## src/rv_decode_cfg.svh

```systemverilog
`ifndef RV_DECODE_CFG_SVH
`define RV_DECODE_CFG_SVH

// data and address width
`define XLEN 32

// register file and CSR address widths
`define REG_ADDR_W 5
`define CSR_ADDR_W 12

// issued instructions remembered for forwarding
`define HIST_DEPTH 2

`endif

```

## src/rv_isa_pkg.sv

```systemverilog
`include "rv_decode_cfg.svh"

package rv_isa_pkg;

  typedef logic [`XLEN-1:0]       xlen_t;
  typedef logic [31:0]            inst_t;
  typedef logic [`REG_ADDR_W-1:0] reg_addr_t;
  typedef logic [`CSR_ADDR_W-1:0] csr_addr_t;
  typedef logic [6:0]             opcode_t;
  typedef logic [3:0]             alu_op_t;
  typedef logic [2:0]             branch_kind_t;
  typedef logic [1:0]             npc_sel_t;
  typedef logic [1:0]             wb_sel_t;
  typedef logic [1:0]             fwd_sel_t;

  // major opcodes
  localparam opcode_t OPC_LUI      = 7'b0110111;
  localparam opcode_t OPC_AUIPC    = 7'b0010111;
  localparam opcode_t OPC_JAL      = 7'b1101111;
  localparam opcode_t OPC_JALR     = 7'b1100111;
  localparam opcode_t OPC_BRANCH   = 7'b1100011;
  localparam opcode_t OPC_LOAD     = 7'b0000011;
  localparam opcode_t OPC_STORE    = 7'b0100011;
  localparam opcode_t OPC_OP_IMM   = 7'b0010011;
  localparam opcode_t OPC_OP       = 7'b0110011;
  localparam opcode_t OPC_MISC_MEM = 7'b0001111;
  localparam opcode_t OPC_SYSTEM   = 7'b1110011;

  // system instructions are matched on the whole word
  localparam inst_t INST_ECALL   = 32'h0000_0073;
  localparam inst_t INST_EBREAK  = 32'h0010_0073;
  localparam inst_t INST_MRET    = 32'h3020_0073;
  localparam inst_t INST_FENCE_I = 32'h0000_100f;

  // branch compares reuse SUB, SLT and SLTU
  localparam alu_op_t ALU_ADD     = 4'd0;
  localparam alu_op_t ALU_SUB     = 4'd1;
  localparam alu_op_t ALU_SLL     = 4'd2;
  localparam alu_op_t ALU_SLT     = 4'd3;
  localparam alu_op_t ALU_SLTU    = 4'd4;
  localparam alu_op_t ALU_XOR     = 4'd5;
  localparam alu_op_t ALU_SRL     = 4'd6;
  localparam alu_op_t ALU_SRA     = 4'd7;
  localparam alu_op_t ALU_OR      = 4'd8;
  localparam alu_op_t ALU_AND     = 4'd9;
  localparam alu_op_t ALU_CSR_SET = 4'd10;
  localparam alu_op_t ALU_CSR_CLR = 4'd11;
  localparam alu_op_t ALU_PASS_B  = 4'd12;

  localparam branch_kind_t BR_NONE = 3'd0;
  localparam branch_kind_t BR_EQ   = 3'd1;
  localparam branch_kind_t BR_NE   = 3'd2;
  localparam branch_kind_t BR_LT   = 3'd3;
  localparam branch_kind_t BR_GE   = 3'd4;
  localparam branch_kind_t BR_LTU  = 3'd5;
  localparam branch_kind_t BR_GEU  = 3'd6;

  localparam npc_sel_t NPC_SEQ    = 2'd0;
  localparam npc_sel_t NPC_JAL    = 2'd1;
  localparam npc_sel_t NPC_JALR   = 2'd2;
  localparam npc_sel_t NPC_BRANCH = 2'd3;

  // write back source
  localparam wb_sel_t WB_ALU   = 2'd0;
  localparam wb_sel_t WB_PC4   = 2'd1;
  localparam wb_sel_t WB_AUIPC = 2'd2;
  localparam wb_sel_t WB_CSR   = 2'd3;

  localparam fwd_sel_t FWD_RF  = 2'd0;
  localparam fwd_sel_t FWD_ONE = 2'd1;
  localparam fwd_sel_t FWD_TWO = 2'd2;

endpackage

```

## src/rv_pipe_pkg.sv

```systemverilog
package rv_pipe_pkg;

  // one fetched instruction with its address
  typedef struct packed {
    rv_isa_pkg::xlen_t pc;
    rv_isa_pkg::inst_t inst;
  } fetch_bundle_t;

  typedef struct packed {
    rv_isa_pkg::xlen_t        pc;
    rv_isa_pkg::xlen_t        imm;
    rv_isa_pkg::reg_addr_t    rs1;
    rv_isa_pkg::reg_addr_t    rs2;
    rv_isa_pkg::reg_addr_t    rd;
    rv_isa_pkg::csr_addr_t    csr;
    rv_isa_pkg::alu_op_t      alu_op;
    logic                     op1_is_pc;
    logic                     op2_is_imm;
    rv_isa_pkg::branch_kind_t branch_kind;
    rv_isa_pkg::npc_sel_t     npc_sel;
    rv_isa_pkg::wb_sel_t      wb_sel;
    logic                     reg_wen;
    logic                     csr_wen;
    logic                     mem_ren;
    logic                     mem_wen;
    logic                     mem_byte;
    logic                     mem_half;
    logic                     mem_sext;
    logic                     ecall;
    logic                     ebreak;
    logic                     mret;
    logic                     fence_i;
    logic                     illegal;
    logic                     bubble;
  } decoded_t;

  // what execute receives
  typedef struct packed {
    decoded_t             dec;
    rv_isa_pkg::fwd_sel_t fwd_rs1;
    rv_isa_pkg::fwd_sel_t fwd_rs2;
    rv_isa_pkg::fwd_sel_t csr_fwd;
  } issue_bundle_t;

  typedef struct packed {
    rv_isa_pkg::reg_addr_t rd;
    logic                  reg_wen;
    rv_isa_pkg::csr_addr_t csr;
    logic                  csr_wen;
    logic                  is_load;
  } hist_entry_t;

endpackage

```

## src/fetch_receiver.sv

```systemverilog
`timescale 1ns/1ps

module fetch_receiver (
  input  logic                       clock,
  input  logic                       reset,
  input  logic                       flush,
  input  logic                       in_req,
  output logic                       in_ack,
  input  rv_pipe_pkg::fetch_bundle_t in_bundle,
  input  logic                       pop,
  output logic                       held_valid,
  output rv_pipe_pkg::fetch_bundle_t held
);

  typedef enum logic [1:0] {
    S_IDLE,
    S_ACKED,
    S_WAIT_LOW
  } state_t;

  state_t state;
  logic   full;
  logic   capture;

  // a request is only taken while the slot is free
  assign capture = (state == S_IDLE) && in_req && !full;

  always_ff @(posedge clock) begin
    if (reset) begin
      state <= S_IDLE;
    end else begin
      case (state)
        S_IDLE: begin
          if (capture) begin
            state <= S_ACKED;
          end
        end
        S_ACKED: begin
          if (!in_req) begin
            state <= S_WAIT_LOW;
          end
        end
        default: begin
          // ack stays low one cycle before the next capture
          state <= S_IDLE;
        end
      endcase
    end
  end

  // flush drops the held instruction but not the handshake
  always_ff @(posedge clock) begin
    if (reset || flush) begin
      full <= 1'b0;
    end else if (capture) begin
      full <= 1'b1;
    end else if (pop) begin
      full <= 1'b0;
    end
  end

  always_ff @(posedge clock) begin
    if (capture) begin
      held <= in_bundle;
    end
  end

  assign in_ack     = (state == S_ACKED);
  assign held_valid = full;

endmodule

```

## src/inst_decoder.sv

```systemverilog
`timescale 1ns/1ps

module inst_decoder (
  input  rv_pipe_pkg::fetch_bundle_t held,
  output rv_pipe_pkg::decoded_t      decoded
);

  rv_isa_pkg::inst_t   inst;
  rv_isa_pkg::opcode_t opcode;
  logic [2:0]          funct3;
  logic [6:0]          funct7;
  logic                f7_base;
  logic                f7_alt;
  logic                legal;
  rv_isa_pkg::alu_op_t arith_op;
  rv_isa_pkg::xlen_t   imm_i;
  rv_isa_pkg::xlen_t   imm_s;
  rv_isa_pkg::xlen_t   imm_b;
  rv_isa_pkg::xlen_t   imm_u;
  rv_isa_pkg::xlen_t   imm_j;

  assign inst    = held.inst;
  assign opcode  = inst[6:0];
  assign funct3  = inst[14:12];
  assign funct7  = inst[31:25];
  assign f7_base = (funct7 == 7'b0000000);
  assign f7_alt  = (funct7 == 7'b0100000);

  // one immediate per format, sign taken from bit 31
  assign imm_i = {{20{inst[31]}}, inst[31:20]};
  assign imm_s = {{20{inst[31]}}, inst[31:25], inst[11:7]};
  assign imm_b = {{20{inst[31]}}, inst[7], inst[30:25], inst[11:8], 1'b0};
  assign imm_u = {inst[31:12], 12'b0};
  assign imm_j = {{12{inst[31]}}, inst[19:12], inst[20], inst[30:21], 1'b0};

  // funct3 to alu op for OP and OP-IMM, bit 30 selects SRA
  always_comb begin
    case (funct3)
      3'b000:  arith_op = rv_isa_pkg::ALU_ADD;
      3'b001:  arith_op = rv_isa_pkg::ALU_SLL;
      3'b010:  arith_op = rv_isa_pkg::ALU_SLT;
      3'b011:  arith_op = rv_isa_pkg::ALU_SLTU;
      3'b100:  arith_op = rv_isa_pkg::ALU_XOR;
      3'b101:  arith_op = f7_alt ? rv_isa_pkg::ALU_SRA : rv_isa_pkg::ALU_SRL;
      3'b110:  arith_op = rv_isa_pkg::ALU_OR;
      default: arith_op = rv_isa_pkg::ALU_AND;
    endcase
  end

  always_comb begin
    decoded             = '0;
    decoded.pc          = held.pc;
    decoded.rs1         = inst[19:15];
    decoded.rs2         = inst[24:20];
    decoded.rd          = inst[11:7];
    decoded.csr         = inst[31:20];
    decoded.alu_op      = rv_isa_pkg::ALU_ADD;
    decoded.branch_kind = rv_isa_pkg::BR_NONE;
    decoded.npc_sel     = rv_isa_pkg::NPC_SEQ;
    decoded.wb_sel      = rv_isa_pkg::WB_ALU;
    legal               = 1'b1;
    case (opcode)
      rv_isa_pkg::OPC_LUI: begin
        decoded.rs1        = '0;
        decoded.imm        = imm_u;
        decoded.alu_op     = rv_isa_pkg::ALU_PASS_B;
        decoded.op2_is_imm = 1'b1;
        decoded.reg_wen    = 1'b1;
      end
      rv_isa_pkg::OPC_AUIPC: begin
        decoded.imm        = imm_u;
        decoded.op1_is_pc  = 1'b1;
        decoded.op2_is_imm = 1'b1;
        decoded.wb_sel     = rv_isa_pkg::WB_AUIPC;
        decoded.reg_wen    = 1'b1;
      end
      rv_isa_pkg::OPC_JAL: begin
        decoded.imm     = imm_j;
        decoded.npc_sel = rv_isa_pkg::NPC_JAL;
        decoded.wb_sel  = rv_isa_pkg::WB_PC4;
        decoded.reg_wen = 1'b1;
      end
      rv_isa_pkg::OPC_JALR: begin
        legal              = (funct3 == 3'b000);
        decoded.imm        = imm_i;
        decoded.op2_is_imm = 1'b1;
        decoded.npc_sel    = rv_isa_pkg::NPC_JALR;
        decoded.wb_sel     = rv_isa_pkg::WB_PC4;
        decoded.reg_wen    = 1'b1;
      end
      rv_isa_pkg::OPC_BRANCH: begin
        decoded.imm     = imm_b;
        decoded.npc_sel = rv_isa_pkg::NPC_BRANCH;
        case (funct3)
          3'b000:  decoded.branch_kind = rv_isa_pkg::BR_EQ;
          3'b001:  decoded.branch_kind = rv_isa_pkg::BR_NE;
          3'b100:  decoded.branch_kind = rv_isa_pkg::BR_LT;
          3'b101:  decoded.branch_kind = rv_isa_pkg::BR_GE;
          3'b110:  decoded.branch_kind = rv_isa_pkg::BR_LTU;
          3'b111:  decoded.branch_kind = rv_isa_pkg::BR_GEU;
          default: legal = 1'b0;
        endcase
        // eq and ne compare by subtraction
        decoded.alu_op = funct3[2] ? (funct3[1] ? rv_isa_pkg::ALU_SLTU : rv_isa_pkg::ALU_SLT)
                                   : rv_isa_pkg::ALU_SUB;
      end
      rv_isa_pkg::OPC_LOAD: begin
        legal              = funct3 inside {3'b000, 3'b001, 3'b010, 3'b100, 3'b101};
        decoded.imm        = imm_i;
        decoded.op2_is_imm = 1'b1;
        decoded.mem_ren    = 1'b1;
        decoded.reg_wen    = 1'b1;
        decoded.mem_byte   = (funct3[1:0] == 2'b00);
        decoded.mem_half   = (funct3[1:0] == 2'b01);
        decoded.mem_sext   = !funct3[2];
      end
      rv_isa_pkg::OPC_STORE: begin
        legal              = funct3 inside {3'b000, 3'b001, 3'b010};
        decoded.imm        = imm_s;
        decoded.op2_is_imm = 1'b1;
        decoded.mem_wen    = 1'b1;
        decoded.mem_byte   = (funct3[1:0] == 2'b00);
        decoded.mem_half   = (funct3[1:0] == 2'b01);
      end
      rv_isa_pkg::OPC_OP_IMM: begin
        // shift amounts sit in the low imm bits, the upper seven must be a valid funct7
        legal              = (funct3 == 3'b001) ? f7_base :
                             (funct3 == 3'b101) ? (f7_base || f7_alt) : 1'b1;
        decoded.imm        = imm_i;
        decoded.op2_is_imm = 1'b1;
        decoded.alu_op     = arith_op;
        decoded.reg_wen    = 1'b1;
      end
      rv_isa_pkg::OPC_OP: begin
        legal           = f7_base || (f7_alt && (funct3 == 3'b000 || funct3 == 3'b101));
        decoded.alu_op  = (funct3 == 3'b000 && f7_alt) ? rv_isa_pkg::ALU_SUB : arith_op;
        decoded.reg_wen = 1'b1;
      end
      rv_isa_pkg::OPC_MISC_MEM: begin
        legal           = (inst == rv_isa_pkg::INST_FENCE_I);
        decoded.fence_i = legal;
      end
      rv_isa_pkg::OPC_SYSTEM: begin
        decoded.ecall  = (inst == rv_isa_pkg::INST_ECALL);
        decoded.ebreak = (inst == rv_isa_pkg::INST_EBREAK);
        decoded.mret   = (inst == rv_isa_pkg::INST_MRET);
        case (funct3)
          3'b000: begin
            legal = decoded.ecall || decoded.ebreak || decoded.mret;
          end
          3'b001, 3'b010, 3'b011: begin
            decoded.imm     = imm_i;
            decoded.wb_sel  = rv_isa_pkg::WB_CSR;
            decoded.reg_wen = 1'b1;
            decoded.csr_wen = 1'b1;
            if (funct3 == 3'b001) begin
              // csrrw writes rs1 + x0
              decoded.rs2 = '0;
            end else begin
              decoded.alu_op = funct3[0] ? rv_isa_pkg::ALU_CSR_CLR : rv_isa_pkg::ALU_CSR_SET;
            end
          end
          default: legal = 1'b0;
        endcase
      end
      default: legal = 1'b0;
    endcase

    // an unsupported word travels on with no side effects
    if (!legal) begin
      decoded.reg_wen     = 1'b0;
      decoded.csr_wen     = 1'b0;
      decoded.mem_ren     = 1'b0;
      decoded.mem_wen     = 1'b0;
      decoded.npc_sel     = rv_isa_pkg::NPC_SEQ;
      decoded.branch_kind = rv_isa_pkg::BR_NONE;
    end
    decoded.illegal = !legal;
  end

endmodule

```

## src/hazard_tracker.sv

```systemverilog
`timescale 1ns/1ps
`include "rv_decode_cfg.svh"

module hazard_tracker (
  input  logic                       clock,
  input  logic                       reset,
  input  logic                       flush,
  input  logic                       held_valid,
  input  rv_pipe_pkg::decoded_t      decoded,
  input  logic                       sender_idle,
  output logic                       issue_take,
  output logic                       pop,
  output rv_pipe_pkg::issue_bundle_t issue_bundle
);

  // entry 0 is one back, entry 1 two back
  rv_pipe_pkg::hist_entry_t hist [`HIST_DEPTH];
  rv_pipe_pkg::hist_entry_t new_entry;
  logic [`HIST_DEPTH-1:0]   rs1_hit;
  logic [`HIST_DEPTH-1:0]   rs2_hit;
  logic [`HIST_DEPTH-1:0]   csr_hit;
  logic                     load_use;

  // nearest matching entry wins
  function automatic rv_isa_pkg::fwd_sel_t fwd_pick(input logic [`HIST_DEPTH-1:0] hit);
    rv_isa_pkg::fwd_sel_t sel;
    sel = rv_isa_pkg::FWD_RF;
    if (hit[0]) begin
      sel = rv_isa_pkg::FWD_ONE;
    end else if (hit[1]) begin
      sel = rv_isa_pkg::FWD_TWO;
    end
    return sel;
  endfunction

  always_comb begin
    for (int i = 0; i < `HIST_DEPTH; i++) begin
      rs1_hit[i] = hist[i].reg_wen && (hist[i].rd == decoded.rs1) && (decoded.rs1 != '0);
      rs2_hit[i] = hist[i].reg_wen && (hist[i].rd == decoded.rs2) && (decoded.rs2 != '0);
      // only csr instructions read the old csr value
      csr_hit[i] = hist[i].csr_wen && (hist[i].csr == decoded.csr) && decoded.csr_wen;
    end
  end

  // load data is not ready for the very next instruction
  assign load_use   = hist[0].is_load && (rs1_hit[0] || rs2_hit[0]);
  assign issue_take = held_valid && sender_idle && !flush;
  assign pop        = issue_take && !load_use;

  always_comb begin
    new_entry = '0;
    if (!load_use) begin
      new_entry.rd      = decoded.rd;
      new_entry.reg_wen = decoded.reg_wen;
      new_entry.csr     = decoded.csr;
      new_entry.csr_wen = decoded.csr_wen;
      new_entry.is_load = decoded.mem_ren;
    end
  end

  always_ff @(posedge clock) begin
    if (reset || flush) begin
      for (int i = 0; i < `HIST_DEPTH; i++) begin
        hist[i] <= '0;
      end
    end else if (issue_take) begin
      hist[0] <= new_entry;
      for (int i = 1; i < `HIST_DEPTH; i++) begin
        hist[i] <= hist[i-1];
      end
    end
  end

  always_comb begin
    // bubble keeps the pc of the waiting instruction, everything else clear
    issue_bundle            = '0;
    issue_bundle.dec.pc     = decoded.pc;
    issue_bundle.dec.bubble = 1'b1;
    if (!load_use) begin
      issue_bundle.dec     = decoded;
      issue_bundle.fwd_rs1 = fwd_pick(rs1_hit);
      issue_bundle.fwd_rs2 = fwd_pick(rs2_hit);
      issue_bundle.csr_fwd = fwd_pick(csr_hit);
    end
  end

endmodule

```

## src/issue_sender.sv

```systemverilog
`timescale 1ns/1ps

module issue_sender (
  input  logic                       clock,
  input  logic                       reset,
  input  logic                       issue_take,
  input  rv_pipe_pkg::issue_bundle_t issue_bundle,
  output logic                       sender_idle,
  output logic                       out_req,
  input  logic                       out_ack,
  output rv_pipe_pkg::issue_bundle_t out_bundle
);

  typedef enum logic [1:0] {
    S_IDLE,
    S_REQ,
    S_WAIT_LOW
  } state_t;

  state_t state;
  logic   load;

  assign load = (state == S_IDLE) && issue_take;

  always_ff @(posedge clock) begin
    if (reset) begin
      state <= S_IDLE;
    end else begin
      case (state)
        S_IDLE: begin
          if (load) begin
            state <= S_REQ;
          end
        end
        S_REQ: begin
          if (out_ack) begin
            state <= S_WAIT_LOW;
          end
        end
        default: begin
          // execute has to release ack before the next transfer
          if (!out_ack) begin
            state <= S_IDLE;
          end
        end
      endcase
    end
  end

  // only loaded when idle, so stable for the whole request phase
  always_ff @(posedge clock) begin
    if (load) begin
      out_bundle <= issue_bundle;
    end
  end

  assign out_req     = (state == S_REQ);
  assign sender_idle = (state == S_IDLE);

endmodule

```

## src/decode_stage.sv

```systemverilog
`timescale 1ns/1ps

module decode_stage (
  input  logic                       clock,
  input  logic                       reset,
  input  logic                       flush,
  input  logic                       in_req,
  output logic                       in_ack,
  input  rv_pipe_pkg::fetch_bundle_t in_bundle,
  output logic                       out_req,
  input  logic                       out_ack,
  output rv_pipe_pkg::issue_bundle_t out_bundle
);

  logic                       held_valid;
  rv_pipe_pkg::fetch_bundle_t held;
  rv_pipe_pkg::decoded_t      decoded;
  logic                       issue_take;
  logic                       pop;
  logic                       sender_idle;
  rv_pipe_pkg::issue_bundle_t issue_bundle;

  fetch_receiver fetch_receiver_i (
    .clock      (clock),
    .reset      (reset),
    .flush      (flush),
    .in_req     (in_req),
    .in_ack     (in_ack),
    .in_bundle  (in_bundle),
    .pop        (pop),
    .held_valid (held_valid),
    .held       (held)
  );

  inst_decoder inst_decoder_i (
    .held    (held),
    .decoded (decoded)
  );

  hazard_tracker hazard_tracker_i (
    .clock        (clock),
    .reset        (reset),
    .flush        (flush),
    .held_valid   (held_valid),
    .decoded      (decoded),
    .sender_idle  (sender_idle),
    .issue_take   (issue_take),
    .pop          (pop),
    .issue_bundle (issue_bundle)
  );

  issue_sender issue_sender_i (
    .clock        (clock),
    .reset        (reset),
    .issue_take   (issue_take),
    .issue_bundle (issue_bundle),
    .sender_idle  (sender_idle),
    .out_req      (out_req),
    .out_ack      (out_ack),
    .out_bundle   (out_bundle)
  );

endmodule

```

## config.mk

```make
export PLATFORM = sky130hd
export DESIGN_NAME = decode_stage
export DESIGN_NICKNAME = d
export VERILOG_FILES = /design/src/rv_isa_pkg.sv /design/src/rv_pipe_pkg.sv /design/src/fetch_receiver.sv /design/src/inst_decoder.sv /design/src/hazard_tracker.sv /design/src/issue_sender.sv /design/src/decode_stage.sv
export VERILOG_INCLUDE_DIRS = /design/src
export SDC_FILE = /design/constraint.sdc
export NUM_CORES = 1
export LEC_CHECK = 0
export ABC_AREA = 1
export BUFFER_PORTS_ARGS = -buffer_cell sky130_fd_sc_hd__clkbuf_2
export CAP_MARGIN = 10
export CORE_MARGIN = 2
export CORE_UTILIZATION = 35
export CTS_CLUSTER_DIAMETER = 100
export DETAILED_ROUTE_END_ITERATION = 8
export HOLD_SLACK_MARGIN = 0.03
export PLACE_DENSITY_LB_ADDON = 0.1
export SYNTH_ARGS = -nofsm -noshare
export SYNTH_HDL_FRONTEND = slang
export SYNTH_SLANG_ARGS = --single-unit
```

## constraint.sdc

```tcl
create_clock -name clock -period 7.4 [get_ports clock]
set_clock_uncertainty 0.15 [all_clocks]
set_input_delay 0.74 -clock clock [delete_from_list [all_inputs] [get_ports clock]]
set_output_delay 0.74 -clock clock [all_outputs]
set_load 0.1 [all_outputs]
```

==> results.json <==
{
  "grt_pass1_vias": 6206,
  "final_period_minus_worst_setup_slack_ps": 2840,
  "clock_tree.htree_level_count": 1,
  "ant_nets": 0,
  "postSynth.topFlopCell": "sky130_fd_sc_hd__edfxtp_1",
  "hold_buffers": 0,
  "post-route-period-util_pct": 38.4,
  "critical_path.n_buffers_inverters": 3,
  "remaining_drc_errors": 8,
  "timing.slew.headroom_pct": 34.3,
  "outcome": "complete, but fails checks",
  "crit_path_max_fanout": 12,
  "tritoncts_num_sinks": 231,
  "layout-drive-gt1-share_pct": 27.5,
  "min-delay-path-class": "primary input to flip-flop",
  "first_pass_grt_wire_length_um": 36300,
  "largest_buffer_count_on_any_clock_path": 3,
  "detailroute.via_count": 6208,
  "use_met2_pct": 26.0,
  "postSynthCellCount": 740,
  "grt_util_met1_pct": 23.2,
  "placement.io_buffers": 193,
  "detail_route.first_pass.iterations": 7,
  "p_per_area_nw_per_um2": 270,
  "setup_viol": 0,
  "grt_usage_pct": 16.9,
  "initialDrtViolationCount": 482,
  "power.ir.vdd_worst_v": 0.000182,
  "grt_max_degree": 126,
  "asyncSetResetFlopFracSynth_pct": 0,
  "critPathArrivalTime_ps": 3080,
  "viasPerCell": 4.79,
  "die_width_um": 167,
  "power.leakage_nw": 4.61,
  "cp_cell_sequence": "nor3_2 > inv_1 > nor2_1 > inv_1 > nand2_1 > inv_1 > nand3_1 > nand2_1 > nor2_1",
  "gr-total-overflow": 0,
  "design.portCount": 194,
  "tightestPinTransition_ps": 982,
  "synth_area_leaders": "sky130_fd_sc_hd__edfxtp_1 (73%), sky130_fd_sc_hd__nor2_1 (5.8%), sky130_fd_sc_hd__nand2_1 (3.5%)",
  "fp.coreArea_um2": 26100,
  "yosysWarningCount": 0,
  "die_area_um2": 28000,
  "final_net_count": 1011,
  "syn_area_um2": 9350,
  "worst_path_most_repeated_cell": "sky130_fd_sc_hd__inv_1",
  "max_clock_freq_ghz": 0.352,
  "violations_in_the_final_reports": "DRC",
  "drt-wirelength-per-cell_um": 18.4,
  "grt_setup_unrepaired": "no",
  "grt_most_used_layer": "met2",
  "placement_rows": 59,
  "syn-num-nets": 809,
  "postRouteWirelength_um": 23800,
  "seq_area_frac_synth_pct": 73.7,
  "place.gp.congestion": 0.855,
  "area_growth_syn_to_layout_pct": 23.0,
  "totalPowerFinal_mw": 3.10,
  "timing_worst_setup_path_type": "flip-flop to flip-flop",
  "mean_instance_size_in_the_synthesized_netlist_um2": 12.6,
  "fillerInstances": 2533,
  "cell_with_the_most_instances_after_synthesis": "sky130_fd_sc_hd__edfxtp_1",
  "clk_root_buf": "sky130_fd_sc_hd__clkbuf_16",
  "number_of_antenna_violations_at_the_first_check_in_global_routing": 0,
  "synth_enable_flop_cells": 226,
  "clkSlewWorstSetupHoldPaths_ps": 70,
  "setup.worst_path.end_class": "flip-flop",
  "cts_inserted_buffers": 26,
  "yosys.area.top_type": "sky130_fd_sc_hd__edfxtp_1",
  "hpwlAfterDp_um": 16600,
  "cells_resized_by_post_cts_repair": 0,
  "cpPeakStageDelay_ps": 750,
  "final.setup.tns_ps": 0,
  "cp_max_stage_cell": "sky130_fd_sc_hd__nor2_1",
  "tritoncts": "done",
  "globalRouteMet3Util_pct": 5.65,
  "synth_common_cells": "sky130_fd_sc_hd__edfxtp_1 (226), sky130_fd_sc_hd__nor2_1 (145), sky130_fd_sc_hd__nand2_1 (86)",
  "critical_path.startpoint_type": "flip-flop",
  "maxcap_viol_count": 0,
  "seq_cell_area_um2": 6890,
  "worst_skew_pair.late_latency_ps": 530,
  "synth_largest_type_area_fraction_pct": 72.6,
  "antennaDiodeCount": 0,
  "post-cts-setup-buffer-count": 0,
  "yosys.cell_types.count": 37,
  "critical-path-top-delay-family": "simple AND/OR/NAND/NOR gates",
  "finalMaxSlewViolations": 0,
  "register_bit_total_from_synthesis": 231,
  "multi_input_comb_area_um2": 1990,
  "start_util_pct": 35.8,
  "finalHoldViolCount": 0,
  "die_h_um": 167,
  "cp.required_ps": 7640
}
==> layout by cell type (no fill, tap or decap), drive strengths merged, types with 5 or more instances in the layout <==
cell type / synthesis / final
xnor2: 5 / 5
nor3: 24 / 24
nand4: 9 / 9
clkinv: 0 / 8
nand3: 31 / 31
nor2: 149 / 149
inv: 85 / 85
a22oi: 5 / 5
o21ai: 12 / 12
nor4: 9 / 9
nand2: 93 / 93
a21oi: 26 / 26
xor2: 10 / 10
dfxtp: 5 / 5
edfxtp: 226 / 226
clkbuf: 10 / 229
o22ai: 8 / 8
==> flip-flops by register name, indices dropped and copies added (netlist names) <==
name and cells:
fetch_receiver_i.held_valid 1, hazard_tracker_i.hist 39, fetch_receiver_i.held 64, fetch_receiver_i.state 2
issue_sender_i.state 2, issue_sender_i.out_bundle 123
==> worst reg2reg max path, delay by kind of cell (launching register included) <==
family / cells / cell delay (ps)
and+or+nand+nor: 6 / 1730
buffers and inverters: 3 / 430
DFF: 1 / 410
==> stage by stage <==
step / cell area [um^2] / hold slack [ps] / std cells / setup slack [ps] / utilization [%]
floorplan: 9350 / 250 / 740 / 762 / -
detailed placement: 10600 / 255 / 1249 / 4530 / 40.7
global placement: 10600 / 250 / 1249 / 4620 / 40.7
CTS: 11500 / 210 / 1297 / 4520 / 44.0
finish: 11500 / 240 / 1297 / 4560 / 44.0
global route: 11500 / 216 / 1297 / 4210 / 44.0
==> routing by layer <==
layer  up-vias  routed length (um)
met4         0                 512
met1      2952               10600
met3        33                2310
met2       237               10400
li1       2986                   -
met5         -                   0
==> kinds of logic after synthesis <==
group / count (synthesis) / synth area share, %
AOI/OAI and AO/OA: 68 / 4.59
xor gates and xnor gates: 15 / 1.41
buffers and inverters: 108 / 5.25
DFF: 231 / 73.7
and+or+nand+nor: 318 / 15.1
==> path summary, 6_finish.rpt <==
kind | startpoint | endpoint | slack, ps | depth (start not counted)
setup / recovery | fetch_receiver_i.held[3] | issue_sender_i.out_bundle[15] | 4560 | 9
setup reg to reg | fetch_receiver_i.held[3] | issue_sender_i.out_bundle[15] | 4560 | 9
hold reg to reg | fetch_receiver_i.held[59] | issue_sender_i.out_bundle[118] | 260 | 0
hold / removal | in_bundle[11] | fetch_receiver_i.held[11] | 240 | 1
==> area by class of cell <==
| cell class | instances | share of cell area, % |
|---|---|---|
| Clock inverter | 12 | 1.35 |
| Timing Repair Buffer | 197 | 8.77 |
| Tap cell | 335 | 3.65 |
| Sequential cell | 231 | 59.9 |
| Inverter | 85 | 2.84 |
| Clock buffer | 36 | 6.17 |
| Multi-Input combinational cell | 401 | 17.3 |
==> power by group <==
part           switching [mW]  internal, mW  leakage (nW)
clock network           0.504         0.806         0.422
logic                   0.200        0.0540          1.97
registers              0.0403          1.50          2.22
Note: power is estimated with default switching activity, not from simulation.
